==> src/rtl/rv_pkg.sv <==
package rv_pkg;

    // machine word, used for pcs and register data
    typedef logic [31:0] word_t;

    // architectural register index, x0 to x31
    typedef logic [4:0] reg_idx_t;

    // ra, marks calls (rd) and returns (rs1)
    localparam reg_idx_t link_reg = 5'd1;

    // trap handler entry
    localparam word_t excp_vector = 32'h0000_0100;

    // fixed instruction size, no compressed ISA
    localparam word_t instr_bytes = 32'd4;

endpackage

==> src/rtl/ras_if.sv <==
`timescale 1ns/1ns

interface ras_if #(
    parameter int ras_depth = 128
);

    logic                         push;
    logic                         pop;
    rv_pkg::word_t                push_addr;  // return address of a call
    rv_pkg::word_t                top_addr;   // entry at the pointer
    logic [$clog2(ras_depth)-1:0] ptr;        // stack pointer, owned by the stack

    modport predictor (
        output push, pop, push_addr,
        input  top_addr
    );

    modport stack (
        input  push, pop, push_addr,
        output top_addr, ptr
    );

endinterface

==> src/rtl/return_stack.sv <==
`timescale 1ns/1ns

module return_stack #(
    parameter int ras_depth = 128
) (
    input logic  clk,
    input logic  rst,
    ras_if.stack ras
);

    localparam int ptr_bits = $clog2(ras_depth);

    rv_pkg::word_t       slots [ras_depth];
    logic [ptr_bits-1:0] ptr_inc;  // slot after the pointer
    logic [ptr_bits-1:0] ptr_dec;

    // wraps modulo ras_depth so overflow drops the oldest entry
    assign ptr_inc = ras.ptr + 1'b1;
    assign ptr_dec = ras.ptr - 1'b1;

    assign ras.top_addr = slots[ras.ptr];

    always_ff @(posedge clk) begin
        if (rst) begin
            ras.ptr <= '0;
        end else if (ras.push) begin
            ras.ptr <= ptr_inc;
        end else if (ras.pop) begin
            ras.ptr <= ptr_dec;  // entry stays and only the pointer moves
        end
    end

    // return address storage
    always_ff @(posedge clk) begin
        if (ras.push) begin
            slots[ptr_inc] <= ras.push_addr;
        end
    end

endmodule

==> src/flat_wrapper.sv <==
// flat-port wrapper written by rule: the top's interface ports become plain ports
module return_stack_flat 
#(
    parameter int ras_depth = 128
)
  (clk, rst, ras_push, ras_pop, ras_push_addr, ras_top_addr, ras_ptr);
  ras_if #(.ras_depth(ras_depth)) ras_i ();
  input logic clk;
  input logic rst;
  input wire logic [$bits(ras_i.push)-1:0] ras_push;
  input wire logic [$bits(ras_i.pop)-1:0] ras_pop;
  input wire logic [$bits(ras_i.push_addr)-1:0] ras_push_addr;
  output wire logic [$bits(ras_i.top_addr)-1:0] ras_top_addr;
  output wire logic [$bits(ras_i.ptr)-1:0] ras_ptr;
  assign ras_i.push = ras_push;
  assign ras_i.pop = ras_pop;
  assign ras_i.push_addr = ras_push_addr;
  assign ras_top_addr = ras_i.top_addr;
  assign ras_ptr = ras_i.ptr;
  return_stack #(.ras_depth(ras_depth)) u_core (.clk(clk), .rst(rst), .ras(ras_i));
endmodule
==> config.mk <==
export PLATFORM = sky130hd
export DESIGN_NAME = return_stack_flat
export DESIGN_NICKNAME = d
export VERILOG_FILES = /design/src/rtl/rv_pkg.sv /design/src/rtl/ras_if.sv /design/src/rtl/return_stack.sv /design/src/flat_wrapper.sv
export SDC_FILE = /design/constraint.sdc
export NUM_CORES = 2
export LEC_CHECK = 0
export BUFFER_PORTS_ARGS = -buffer_cell sky130_fd_sc_hd__buf_2
export CAP_MARGIN = 20
export CORE_ASPECT_RATIO = 1.1
export CORE_MARGIN = 2
export CORE_UTILIZATION = 30
export DETAILED_ROUTE_END_ITERATION = 12
export GPL_TIMING_DRIVEN = 0
export SYNTH_ARGS = -nofsm -noshare
export SYNTH_HDL_FRONTEND = slang
export SYNTH_SLANG_ARGS = --single-unit
==> constraint.sdc <==
create_clock -name clk -period 12.2 [get_ports clk]
set_input_delay 0 -clock clk [delete_from_list [all_inputs] [get_ports clk]]
set_output_delay 0 -clock clk [all_outputs]
set_load 0.1 [all_outputs]
==> flow_metrics.py <==
metrics = {
    "timing": {
        "setup_violations": 0,
        "min_period_ns": 6.205,
        "finalHoldViolations": 0,
        "fin_crit_sh_pct": 50.86,
        "fin_skew_ns": 0.05175,
        "tns_ns": 0,
        "rsz0062_at_grt": "false",
        "slew_headroom_pct": 17.30,
        "fmax_ghz": 0.1612,
        "slew_violations": 0,
        "worst_slew_pin_slew_ns": 1.240,
    },
    "placed_design": {
        "gp_congestion": 0.8913,
        "place_hpwl_um": 297600,
        "dpl.cell_count": 13410,
        "portBuffers": 74,
        "place_area_um2": 172200,
    },
    "global_routing": {
        "grt_pass1_wl_um": 576000,
        "grt_util_all_layers_pct": 15.35,
        "grt_overflow": 0,
        "grt_max_degree": 101,
        "grt_pass1_vias": 74070,
        "antenna_found_initial": 73,
    },
    "drt": {
        "ant_nets": 0,
        "drc_errors": 3,
        "wl_per_cell_um": 29.23,
        "vias": 72570,
        "drt_wl_total_um": 417500,
        "firstDrtPassIters": 12,
        "vias_per_cell": 5.081,
        "dr.first_iter.drc_count": 9736,
    },
    "die": {
        "die_w_um": 692.5,
        "dieArea_um2": 527300,
        "io_pins": 75,
        "core_um2": 520400,
        "start_util_pct": 30.07,
        "rows": 278,
        "die_y_um": 761.4,
    },
    "worst_setup_path": {
        "critPathMaxFanout": 14,
        "max_stage_delay_ns": 0.79,
        "cp-end-kind": "output port",
        "worst_path_max_delay_cell": "mux4_2",
        "path_cells": "clkbuf_1, buf_2, clkbuf_2, clkbuf_1, mux4_2, mux4_2, mux4_2, mux2_2, buf_2",
        "rrSetupSlack_ns": 7.37,
        "cpMostUsedCell": "mux4_2",
        "critPathLaunchType": "flop",
        "cp_top_family": "buffers and inverters",
        "cp_data_arrival_time_ns": 6.20,
        "crit_cells": 9,
        "ff2ff_path_depth": 10,
        "criticalPathCategory": "flop to output port",
        "r2r_start": "u_core.ras.ptr[0]",
        "worstPathRequired_ns": 12.20,
        "worst-path-buf-inv": 5,
    },
    "power_and_ir_drop": {
        "ir_drop_uv": 114.4,
        "swShare_pct": 24.05,
        "clock_power_share_pct": 38.0,
        "power.total_mw": 31.04,
        "seqPwrFrac_pct": 50.3,
        "p_int_mw": 23.57,
        "p_comb_share_pct": 11.7,
        "leakage_nw": 55.02,
        "p_switching_mw": 7.465,
        "cellPowerDensity_nw_per_um2": 167.5,
    },
    "layout": {
        "fillers": 46770,
        "final_nets": 7023,
        "drive_above_1_share_pct": 36.46,
        "final_area_um2": 185300,
        "instances_no_fill": 14280,
        "syn_to_final_growth_pct": 18.43,
    },
    "clocking": {
        "clk-insertion-delay-late_ns": 0.92,
        "cts_root_buf": "clkbuf_16",
        "clkTransAtPathRegs_ns": 0.07,
        "cts_sinks": 4110,
        "h-tree-depth": 5,
        "cts_setup_buffers": 0,
        "cts_tree": "yes",
        "cts.path.max_buffers": 4,
        "numCtsBuffers": 382,
    },
    "synthesis": {
        "syn-num-nets": 6074,
        "ys_types": 41,
        "yosysWarnings": 0,
        "avgSynthCellArea_um2": 25.92,
        "synth_edf_count": 4096,
        "synth_area_um2": 156400,
        "ys_ff_latch": 4110,
        "yosysSeqAreaShare_pct": 78.80,
        "ys.flop_type": "edfxtp_1",
        "synth_cells": 6036,
        "async_flop_share_pct": 0,
    },
    "min_path": {
        "hp-class": "input pin to flop",
        "holdCritStartpoint": "ras_push_addr[31]",
        "whs_path_depth": 2,
    },
    "outcome": {
        "status": "complete, but fails checks",
        "violations": "design-rule violations",
    },
    "run": {
        "drv_cap": 0,
    },
}
path summary, 6_finish.rpt:
| path | end |
|---|---|
| hold / removal | u_core.slots[34][31] |
| setup reg to reg | u_core.slots[90][7] |
| hold reg to reg | flop |
| setup / recovery | ras_top_addr[16] |
cell type report:
class / count / area, um2 / area share [%]
Clock inverter: 213 / 2061 / 1.112
Tap cell: 6860 / 8583 / 4.632
Sequential cell: 4110 / 123300 / 66.53
Antenna cell: 135 / 337.8 / 0.1823
Inverter: 4 / 15.01 / 0.008103
Timing Repair Buffer: 565 / 7020 / 3.789
Buffer: 337 / 1411 / 0.7617
Clock buffer: 473 / 10110 / 5.458
Multi-Input combinational cell: 1585 / 32460 / 17.52
kinds of logic (layout without fill, tap and decap cells):
| group | Yosys count | after routing | share of synthesized area (%) |
|---|---|---|---|
| AO/OA/AOI/OAI | 25 | 25 | 0.1208 |
| XOR/XNOR | 8 | 8 | 0.04479 |
| adder cells (fa/ha/maj) | 2 | 2 | 0.01599 |
| buffers and inverters | 341 | 1592 | 0.8981 |
| other | 0 | 135 | 0 |
| flip-flops | 4110 | 4110 | 78.80 |
| multiplexers | 1378 | 1378 | 19.59 |
| AND/OR/NAND/NOR | 172 | 172 | 0.5294 |
placed cells by master, fill, tap and decap left out, drive strengths merged, types with 5 or more instances in the layout:
| cell | synthesis | routed |
|---|---|---|
| clkbuf | 197 | 670 |
| dfxtp | 14 | 14 |
| nand3 | 5 | 5 |
| buf | 140 | 666 |
| mux2 | 33 | 33 |
| mux4 | 1344 | 1344 |
| xnor2 | 6 | 6 |
| edfxtp | 4096 | 4096 |
| dlygate4sd3 | 0 | 39 |
| clkinv | 0 | 150 |
| inv | 4 | 8 |
| diode | 0 | 135 |
| bufinv | 0 | 38 |
| clkinvlp | 0 | 21 |
| nor3 | 106 | 106 |
| nand2 | 14 | 14 |
| nor2 | 33 | 33 |
registers in the layout (all words and copies together) (netlist names), named ones only:
name            flops
u_core.ras.ptr      7
u_core.slots     4096
cell usage after synthesis, drive strengths merged, types with 2 or more instances:
master	count	share of area (%)
mux4	1344	19
xor2	2	0.011
o21ai	3	0.0096
ha	2	0.016
edfxtp	4096	79
nor3	106	0.34
a21o	2	0.0096
nand2	14	0.034
nand3	5	0.016
o21a	2	0.0096
inv	4	0.0096
or3	2	0.0080
a21oi	3	0.0096
clkbuf	197	0.47
buf	140	0.42
o211ai	2	0.0096
a2111o	2	0.014
dfxtp	14	0.18
o22ai	3	0.012
xnor2	6	0.034
a32oi	2	0.011
nor2	33	0.079
nand2b	2	0.0080
mux2	33	0.24
nand4	4	0.016
per-stage QoR:
stage	worst slack, ns	hold slack [ns]	utilization, %
floorplan	7.036	0.07803	-
global placement	3.885	0.3466	31.79
detailed placement	6.974	0.3420	33.09
CTS	6.014	0.04073	35.51
global route	5.928	0.08474	35.60
finish	5.995	0.09630	35.61
what timing repair did:
item                      in CTS  in global routing
hold buffers                  39                  0
resized for setup              0                  0
hold endpoints to repair    3528                  0
power groups by stage:
stage / combinational (mW) / clock, mW / sequential, mW
finish: 3.63 / 11.8 / 15.6
global route: 3.73 / 12.5 / 15.6
CTS: 3.60 / 11.9 / 15.6
detailed placement: 3.57 / 0 / 15.9
global placement: 3.41 / 0 / 16.0
floorplan: 1.97 / 0 / 15.9
layer usage:
metal	track usage [%]	vias to the layer above	wire, um
met5	0	-	49
met4	5.075	8	12840
met3	3.510	553	38130
met2	26.03	3376	209100
met1	19.45	39930	157300
li1	-	28700	-
No activity file was read; power rests on OpenSTA's default activity.
