[config.mk]
export PLATFORM = sky130hd
export DESIGN_NAME = branch_predictor_flat
export DESIGN_NICKNAME = d
export VERILOG_FILES = /design/src/rtl/rv_pkg.sv /design/src/rtl/bp_pkg.sv /design/src/rtl/bht_if.sv /design/src/rtl/ras_if.sv /design/src/rtl/branch_predictor.sv /design/src/flat_wrapper.sv
export SDC_FILE = /design/constraint.sdc
export NUM_CORES = 1
export LEC_CHECK = 0
export ABC_AREA = 1
export BUFFER_PORTS_ARGS = -buffer_cell sky130_fd_sc_hd__buf_2
export CAP_MARGIN = 20
export CORE_AREA = 3 3 134 136
export DETAILED_ROUTE_END_ITERATION = 7
export DIE_AREA = 0 0 137 139
export PLACE_DENSITY = 0.8
export SYNTH_ARGS = -nofsm -noshare
export SYNTH_HDL_FRONTEND = slang
export SYNTH_SLANG_ARGS = --single-unit
[constraint.sdc]
create_clock -name clk -period 2.75 [get_ports clk]
set_input_delay 0.275 -clock clk [delete_from_list [all_inputs] [get_ports clk]]
set_output_delay 0.275 -clock clk [all_outputs]
set_load 0.05 [all_outputs]
[src/rtl/rv_pkg.sv]
package rv_pkg;

    // machine word, used for pcs and register data
    typedef logic [31:0] word_t;

    // architectural register index, x0 to x31
    typedef logic [4:0] reg_idx_t;

    // ra, marks calls (rd) and returns (rs1)
    localparam reg_idx_t link_reg = 5'd1;

    // trap handler entry
    localparam word_t excp_vector = 32'h0000_0100;

    // fixed instruction size, no compressed ISA
    localparam word_t instr_bytes = 32'd4;

endpackage

[src/rtl/bp_pkg.sv]
package bp_pkg;

    // 2-bit saturating counter
    typedef logic [1:0] ctr_t;

    localparam ctr_t ctr_strong_nt = 2'd0;
    localparam ctr_t ctr_weak_nt   = 2'd1;
    localparam ctr_t ctr_weak_t    = 2'd2;
    localparam ctr_t ctr_strong_t  = 2'd3;

    // counters start just below the taken threshold
    localparam ctr_t ctr_reset = ctr_weak_nt;

    // 1024-entry table, indexed by pc[11:2]
    localparam int default_index_bits = 10;

    // return stack entries, power of two
    localparam int default_ras_depth = 128;

endpackage

[src/rtl/bht_if.sv]
`timescale 1ns/1ns

interface bht_if #(
    parameter int index_bits = 10
);

    logic [index_bits-1:0] rd_index;  // fetch pc word index
    bp_pkg::ctr_t          rd_ctr;    // counter at rd_index, same cycle
    logic                  wr_en;     // resolved branch from execute
    logic [index_bits-1:0] wr_index;
    logic                  wr_taken;  // step direction

    modport predictor (
        output rd_index, wr_en, wr_index, wr_taken,
        input  rd_ctr
    );

    modport tbl (
        input  rd_index, wr_en, wr_index, wr_taken,
        output rd_ctr
    );

endinterface

[src/rtl/ras_if.sv]
`timescale 1ns/1ns

interface ras_if #(
    parameter int ras_depth = 128
);

    logic                         push;
    logic                         pop;
    rv_pkg::word_t                push_addr;  // return address of a call
    rv_pkg::word_t                top_addr;   // entry at the pointer
    logic [$clog2(ras_depth)-1:0] ptr;        // stack pointer, owned by the stack

    modport predictor (
        output push, pop, push_addr,
        input  top_addr
    );

    modport stack (
        input  push, pop, push_addr,
        output top_addr, ptr
    );

endinterface

[src/rtl/branch_predictor.sv]
`timescale 1ns/1ns

module branch_predictor #(
    parameter int index_bits = 10,
    parameter int ras_depth  = 128
) (
    input  logic             clk,
    input  logic             rst,
    input  logic             stall,
    input  logic             branch,
    input  logic             predict,
    input  logic             ujtype,
    input  rv_pkg::reg_idx_t rs1,
    input  rv_pkg::reg_idx_t rd,
    input  rv_pkg::word_t    rs1_data,
    input  rv_pkg::word_t    imm,
    input  rv_pkg::word_t    pc,
    input  logic             excp,
    input  rv_pkg::word_t    old_pc,
    input  rv_pkg::word_t    old_branch_pc,
    input  logic             old_predict,
    input  logic             old_actual,
    input  logic             old_branch,
    output rv_pkg::word_t    target_pc,
    output logic             predict_result,
    output logic             predict_fail,
    output rv_pkg::word_t    sepc,
    bht_if.predictor         bht,
    ras_if.predictor         ras
);

    logic          started;     // low for the first cycle after reset
    logic          is_jump;     // jal or jalr
    logic          is_call;
    logic          is_ret;
    logic          upd_ok;      // stack may change this cycle
    logic          pred_taken;
    rv_pkg::word_t pc_plus_4;
    rv_pkg::word_t pc_plus_imm;
    rv_pkg::word_t next_pc;     // before the exception override

    assign pc_plus_4   = pc + rv_pkg::instr_bytes;
    assign pc_plus_imm = pc + imm;

    assign is_jump = branch && !predict;
    assign is_call = rd == rv_pkg::link_reg;
    assign is_ret  = !is_call && rs1 == rv_pkg::link_reg;

    // execute resolved a branch against its prediction
    assign predict_fail = old_predict != old_actual;

    assign bht.rd_index = pc[index_bits+1:2];
    assign pred_taken   = bht.rd_ctr >= bp_pkg::ctr_weak_t;

    always_ff @(posedge clk) begin
        if (rst) begin
            started <= 1'b0;
        end else begin
            started <= 1'b1;
        end
    end

    always_comb begin
        if (rst || !started) begin
            predict_result = 1'b0;
            next_pc        = '0;
        end else if (predict_fail) begin
            predict_result = old_actual;  // redirect to the resolved path
            next_pc        = old_pc;
        end else begin
            case ({branch, predict})
                2'b10: begin
                    predict_result = 1'b1;
                    if (ujtype) begin
                        next_pc = pc_plus_imm;  // jal
                    end else if (rs1 == rv_pkg::link_reg) begin
                        next_pc = ras.top_addr;  // return
                    end else begin
                        next_pc = rs1_data + imm;  // indirect jalr
                    end
                end
                2'b11: begin
                    predict_result = pred_taken;
                    next_pc        = pred_taken ? pc_plus_imm : pc_plus_4;
                end
                default: begin
                    predict_result = 1'b0;  // sequential flow
                    next_pc        = pc_plus_4;
                end
            endcase
        end
    end

    assign target_pc = excp ? rv_pkg::excp_vector : next_pc;

    // counter update from the branch now in execute
    assign bht.wr_en    = old_branch && !stall;
    assign bht.wr_index = old_branch_pc[index_bits+1:2];
    assign bht.wr_taken = old_actual;

    // calls push the link address and returns pop it
    assign upd_ok        = !rst && started && !stall;
    assign ras.push      = upd_ok && is_jump && is_call;
    assign ras.pop       = upd_ok && is_jump && is_ret;
    assign ras.push_addr = pc_plus_4;

    always_ff @(posedge clk) begin
        if (rst) begin
            sepc <= '0;
        end else if (excp) begin
            sepc <= pc_plus_4;  // resume after the trapping instruction
        end
    end

endmodule

[src/flat_wrapper.sv]
// flat-port wrapper written by rule: the top's interface ports become plain ports
module branch_predictor_flat 
#(
    parameter int index_bits = 10,
    parameter int ras_depth  = 128
)
  (clk, rst, stall, branch, predict, ujtype, rs1, rd, rs1_data, imm, pc, excp, old_pc, old_branch_pc, old_predict, old_actual, old_branch, target_pc, predict_result, predict_fail, sepc, bht_rd_index, bht_wr_en, bht_wr_index, bht_wr_taken, bht_rd_ctr, ras_push, ras_pop, ras_push_addr, ras_top_addr);
  bht_if #(.index_bits(index_bits)) bht_i ();
  ras_if #(.ras_depth(ras_depth)) ras_i ();
  input  logic clk;
  input  logic rst;
  input  logic stall;
  input  logic branch;
  input  logic predict;
  input  logic ujtype;
  input  rv_pkg::reg_idx_t rs1;
  input  rv_pkg::reg_idx_t rd;
  input  rv_pkg::word_t rs1_data;
  input  rv_pkg::word_t imm;
  input  rv_pkg::word_t pc;
  input  logic excp;
  input  rv_pkg::word_t old_pc;
  input  rv_pkg::word_t old_branch_pc;
  input  logic old_predict;
  input  logic old_actual;
  input  logic old_branch;
  output rv_pkg::word_t target_pc;
  output logic predict_result;
  output logic predict_fail;
  output rv_pkg::word_t sepc;
  output wire logic [$bits(bht_i.rd_index)-1:0] bht_rd_index;
  output wire logic [$bits(bht_i.wr_en)-1:0] bht_wr_en;
  output wire logic [$bits(bht_i.wr_index)-1:0] bht_wr_index;
  output wire logic [$bits(bht_i.wr_taken)-1:0] bht_wr_taken;
  input wire logic [$bits(bht_i.rd_ctr)-1:0] bht_rd_ctr;
  output wire logic [$bits(ras_i.push)-1:0] ras_push;
  output wire logic [$bits(ras_i.pop)-1:0] ras_pop;
  output wire logic [$bits(ras_i.push_addr)-1:0] ras_push_addr;
  input wire logic [$bits(ras_i.top_addr)-1:0] ras_top_addr;
  assign bht_rd_index = bht_i.rd_index;
  assign bht_wr_en = bht_i.wr_en;
  assign bht_wr_index = bht_i.wr_index;
  assign bht_wr_taken = bht_i.wr_taken;
  assign bht_i.rd_ctr = bht_rd_ctr;
  assign ras_push = ras_i.push;
  assign ras_pop = ras_i.pop;
  assign ras_push_addr = ras_i.push_addr;
  assign ras_i.top_addr = ras_top_addr;
  branch_predictor #(.index_bits(index_bits), .ras_depth(ras_depth)) u_core (.clk(clk), .rst(rst), .stall(stall), .branch(branch), .predict(predict), .ujtype(ujtype), .rs1(rs1), .rd(rd), .rs1_data(rs1_data), .imm(imm), .pc(pc), .excp(excp), .old_pc(old_pc), .old_branch_pc(old_branch_pc), .old_predict(old_predict), .old_actual(old_actual), .old_branch(old_branch), .target_pc(target_pc), .predict_result(predict_result), .predict_fail(predict_fail), .sepc(sepc), .bht(bht_i), .ras(ras_i));
endmodule
==> metrics.txt <==
Cell Int Power about 1.7 mW; CP Launch Type primary input; Sw Ratio 51.2%; Crit path top cell by count nand2_1; Power Density a little over 300 nW/um^2; Final ANT Viol Nets 0; die area roughly 19000 um^2; number of flops mapped to enable cells by yosys 0; Pre-antenna DRT Iters 6; crit path cell chain buf_2, buf_4, ha_4, nand2_1, inv_1, nand2_1, nor2_2, nand4_1, nand3_1, nand2_1, nand3_1, nand2_1, nand2_1, nand2_1, a21oi_1, buf_4; Reg clk slew, reported paths 0.05 ns; Tmin final between 2 and 3 ns; Root Buffer clkbuf_16; share of post-route cells with drive strength above 1 approximately 28%; Reg-to-Reg Start u_core.sepc[7]; Cell Count, Final, Fillers Out ~2300; Commonest cells post-synth nand2_1, inv_1, nor2_1; Initial Utilization 50.1%; slowest CP cell ha_4; Synth Net Count 1967; ys flop type dfxtp_1; worst skew pair latency around 0.29 ns; Max FO, Critical Path 5; Fin. Hold Viols 0; sequential share of the synthesized area a little under 8%; flop-to-flop setup slack 2.03 ns; crit path from imm[14]; Setup Skew 0 ns; max_slew headroom roughly three fifths; Final Cell Area ~12000 um^2; cell total after placement 2240; area grow syn2layout 36.3%; GP Congestion between 0.9 and 1; reg2reg path depth 4; Met3 Routed Length slightly above 3 mm; Max Slew Vio Count 0; CTS Hold Bufs 0; wl on met1 ~15 mm; Syn. warnings 0; CTS tree done; P_sw roughly 1.8 mW; FF+latch count, synth 33; GRT Residual Overflow 0; Static Leak approximately 7 nW; # DRC 0; hold path depth 3; Cell Area, Synth 8540 um^2; H-Tree Depth 2; Seq pwr share ~15%; Worst Hold Class primary input to flop; Worst Path Arrival ~2.4 ns; max-cap viol count 0; Rows 48; initial antenna violation count 0; final worst path period share 98.7%; area share of the largest cell type after synthesis about 27%; Max clock buf depth 2; delay of the slowest critical-path stage 0.28 ns; Num CTS Buffers 5; final setup vio count 0; Cell Area, Placed 10800 um^2; wire length per cell 15.8 um; top cell type by total area after synthesis nand2_1; Total GRT Usage between 30% and 40%; DR vias/cell 5.26; maximum vdd drop approximately 0.00034 V; width of the die 137 um; status finished, final reports clean; Post-Syn Instances approximately 1700; global-route wire length before repair approximately 52 mm; DP HPWL between 20 and 30 mm; Yosys cell types between 40 and 50; most instantiated library cell after synthesis nand2_1; drt initial violations 1238; clock sink count 33; vias in the first global route roughly 10000; Final #Nets around 2300; ANT cells 0; Vias ~12000; critical path class primary input to output port; Worst Tran Pin Value 0.573 ns; CP required between 2 and 2.5 ns; PortBufs about 290; met2 routed WL between 15 and 20 mm; Synth Area per Inst just over 5 um^2; top sig layer met4; unrepaired setup endpoints after global routing yes; combinational power share 68.7%; Synth area leaders nand2_1, inv_1, ha_1; CP Capture Type output port; Ports 336; die span in y about 140 um; Async S/R FF share, synth 0%; largest net degree at the start of global routing around 50; Clk network pwr share between 15 and 20%; fmax approximately 370 MHz; final wirelength about 36 mm; HP Start pc[1]; core area approximately 17000 um^2
==> kinds of logic after synthesis <==
family | share of synthesized area, %
compound gates | 13.7
fa+ha+maj | 9.70
flops | 7.74
buf+inv | 17.3
xor+xnor | 4.29
simple gates | 47.3
==> timing repair <==
item,in CTS,in global routing
pin swaps,0,32
buffers inserted,0,4
gates resized for setup,21,160
endpoints found under the setup margin,17,26
==> power groups by stage <==
stage / clock (mW) / combinational [mW] / sequential, mW
finish: 0.571 / 2.41 / 0.528
CTS: 0.564 / 2.21 / 0.527
global route: 0.586 / 2.63 / 0.531
global placement: 0 / 2.16 / 0.535
detailed placement: 0 / 2.19 / 0.537
floorplan: 0 / 1.38 / 0.652
==> stage by stage <==
stage	utilization (%)	setup slack (ns)	power (mW)	hold WS (ns)	TNS, ns
after floorplan	-	-0.0799	2.03	0.370	-0.0960
after global placement	63.1	-0.0932	2.70	0.461	-0.208
after detailed placement	63.1	-0.126	2.72	0.480	-0.573
after CTS	64.3	-0.0126	3.30	0.347	-0.0126
after global routing	68.2	-0.0667	3.75	0.361	-0.206
final	68.2	0.0352	3.51	0.354	0
==> flip-flops by register name, indices dropped and copies added, names as in the netlist <==
register        flops
u_core.started      1
u_core.sepc        32
==> area by class of cell <==
cell class | instances | area [um^2]
tap | 225 | 282
multi-input combinational | 1288 | 7060
timing repair buffer | 388 | 2330
inverter | 310 | 1170
sequential | 33 | 661
fill | 1655 | 5420
clock buffer | 7 | 143
==> path summary, 6_finish.rpt <==
path	endpoint
worst max-delay path	target_pc[18]
worst min-delay path	u_core.sepc[1]
worst max register to register	u_core.sepc[7]
worst min register to register	u_core.sepc[0]
==> cells in the final DEF, fill, tap and decap left out, types with 24 or more instances in the layout <==
| cell type | count |
|---|---|
| ha_1 | 38 |
| a21oi_1 | 80 |
| nand3_1 | 90 |
| nor2_1 | 140 |
| buf_4 | 104 |
| xor2_1 | 24 |
| inv_1 | 301 |
| dfxtp_1 | 33 |
| nand2_2 | 38 |
| o21ai_0 | 77 |
| a21oi_2 | 24 |
| nand2_1 | 584 |
| buf_2 | 266 |
==> routing by layer <==
layer	track usage (%)	vias to the layer above
li1	-	5910
met3	5.99	92
met1	43.5	5222
met5	0	-
met4	12.4	0
met2	57.4	623
==> critical path, delay by kind of cell <==
kind	cells	cell delay, ns
AO/OA/AOI/OAI	1	0.18
adder cells (fa/ha/maj)	1	0.28
AND/OR/NAND/NOR	10	1.11
buffers and inverters	4	0.60
Note: power is estimated with default switching activity, not from simulation.
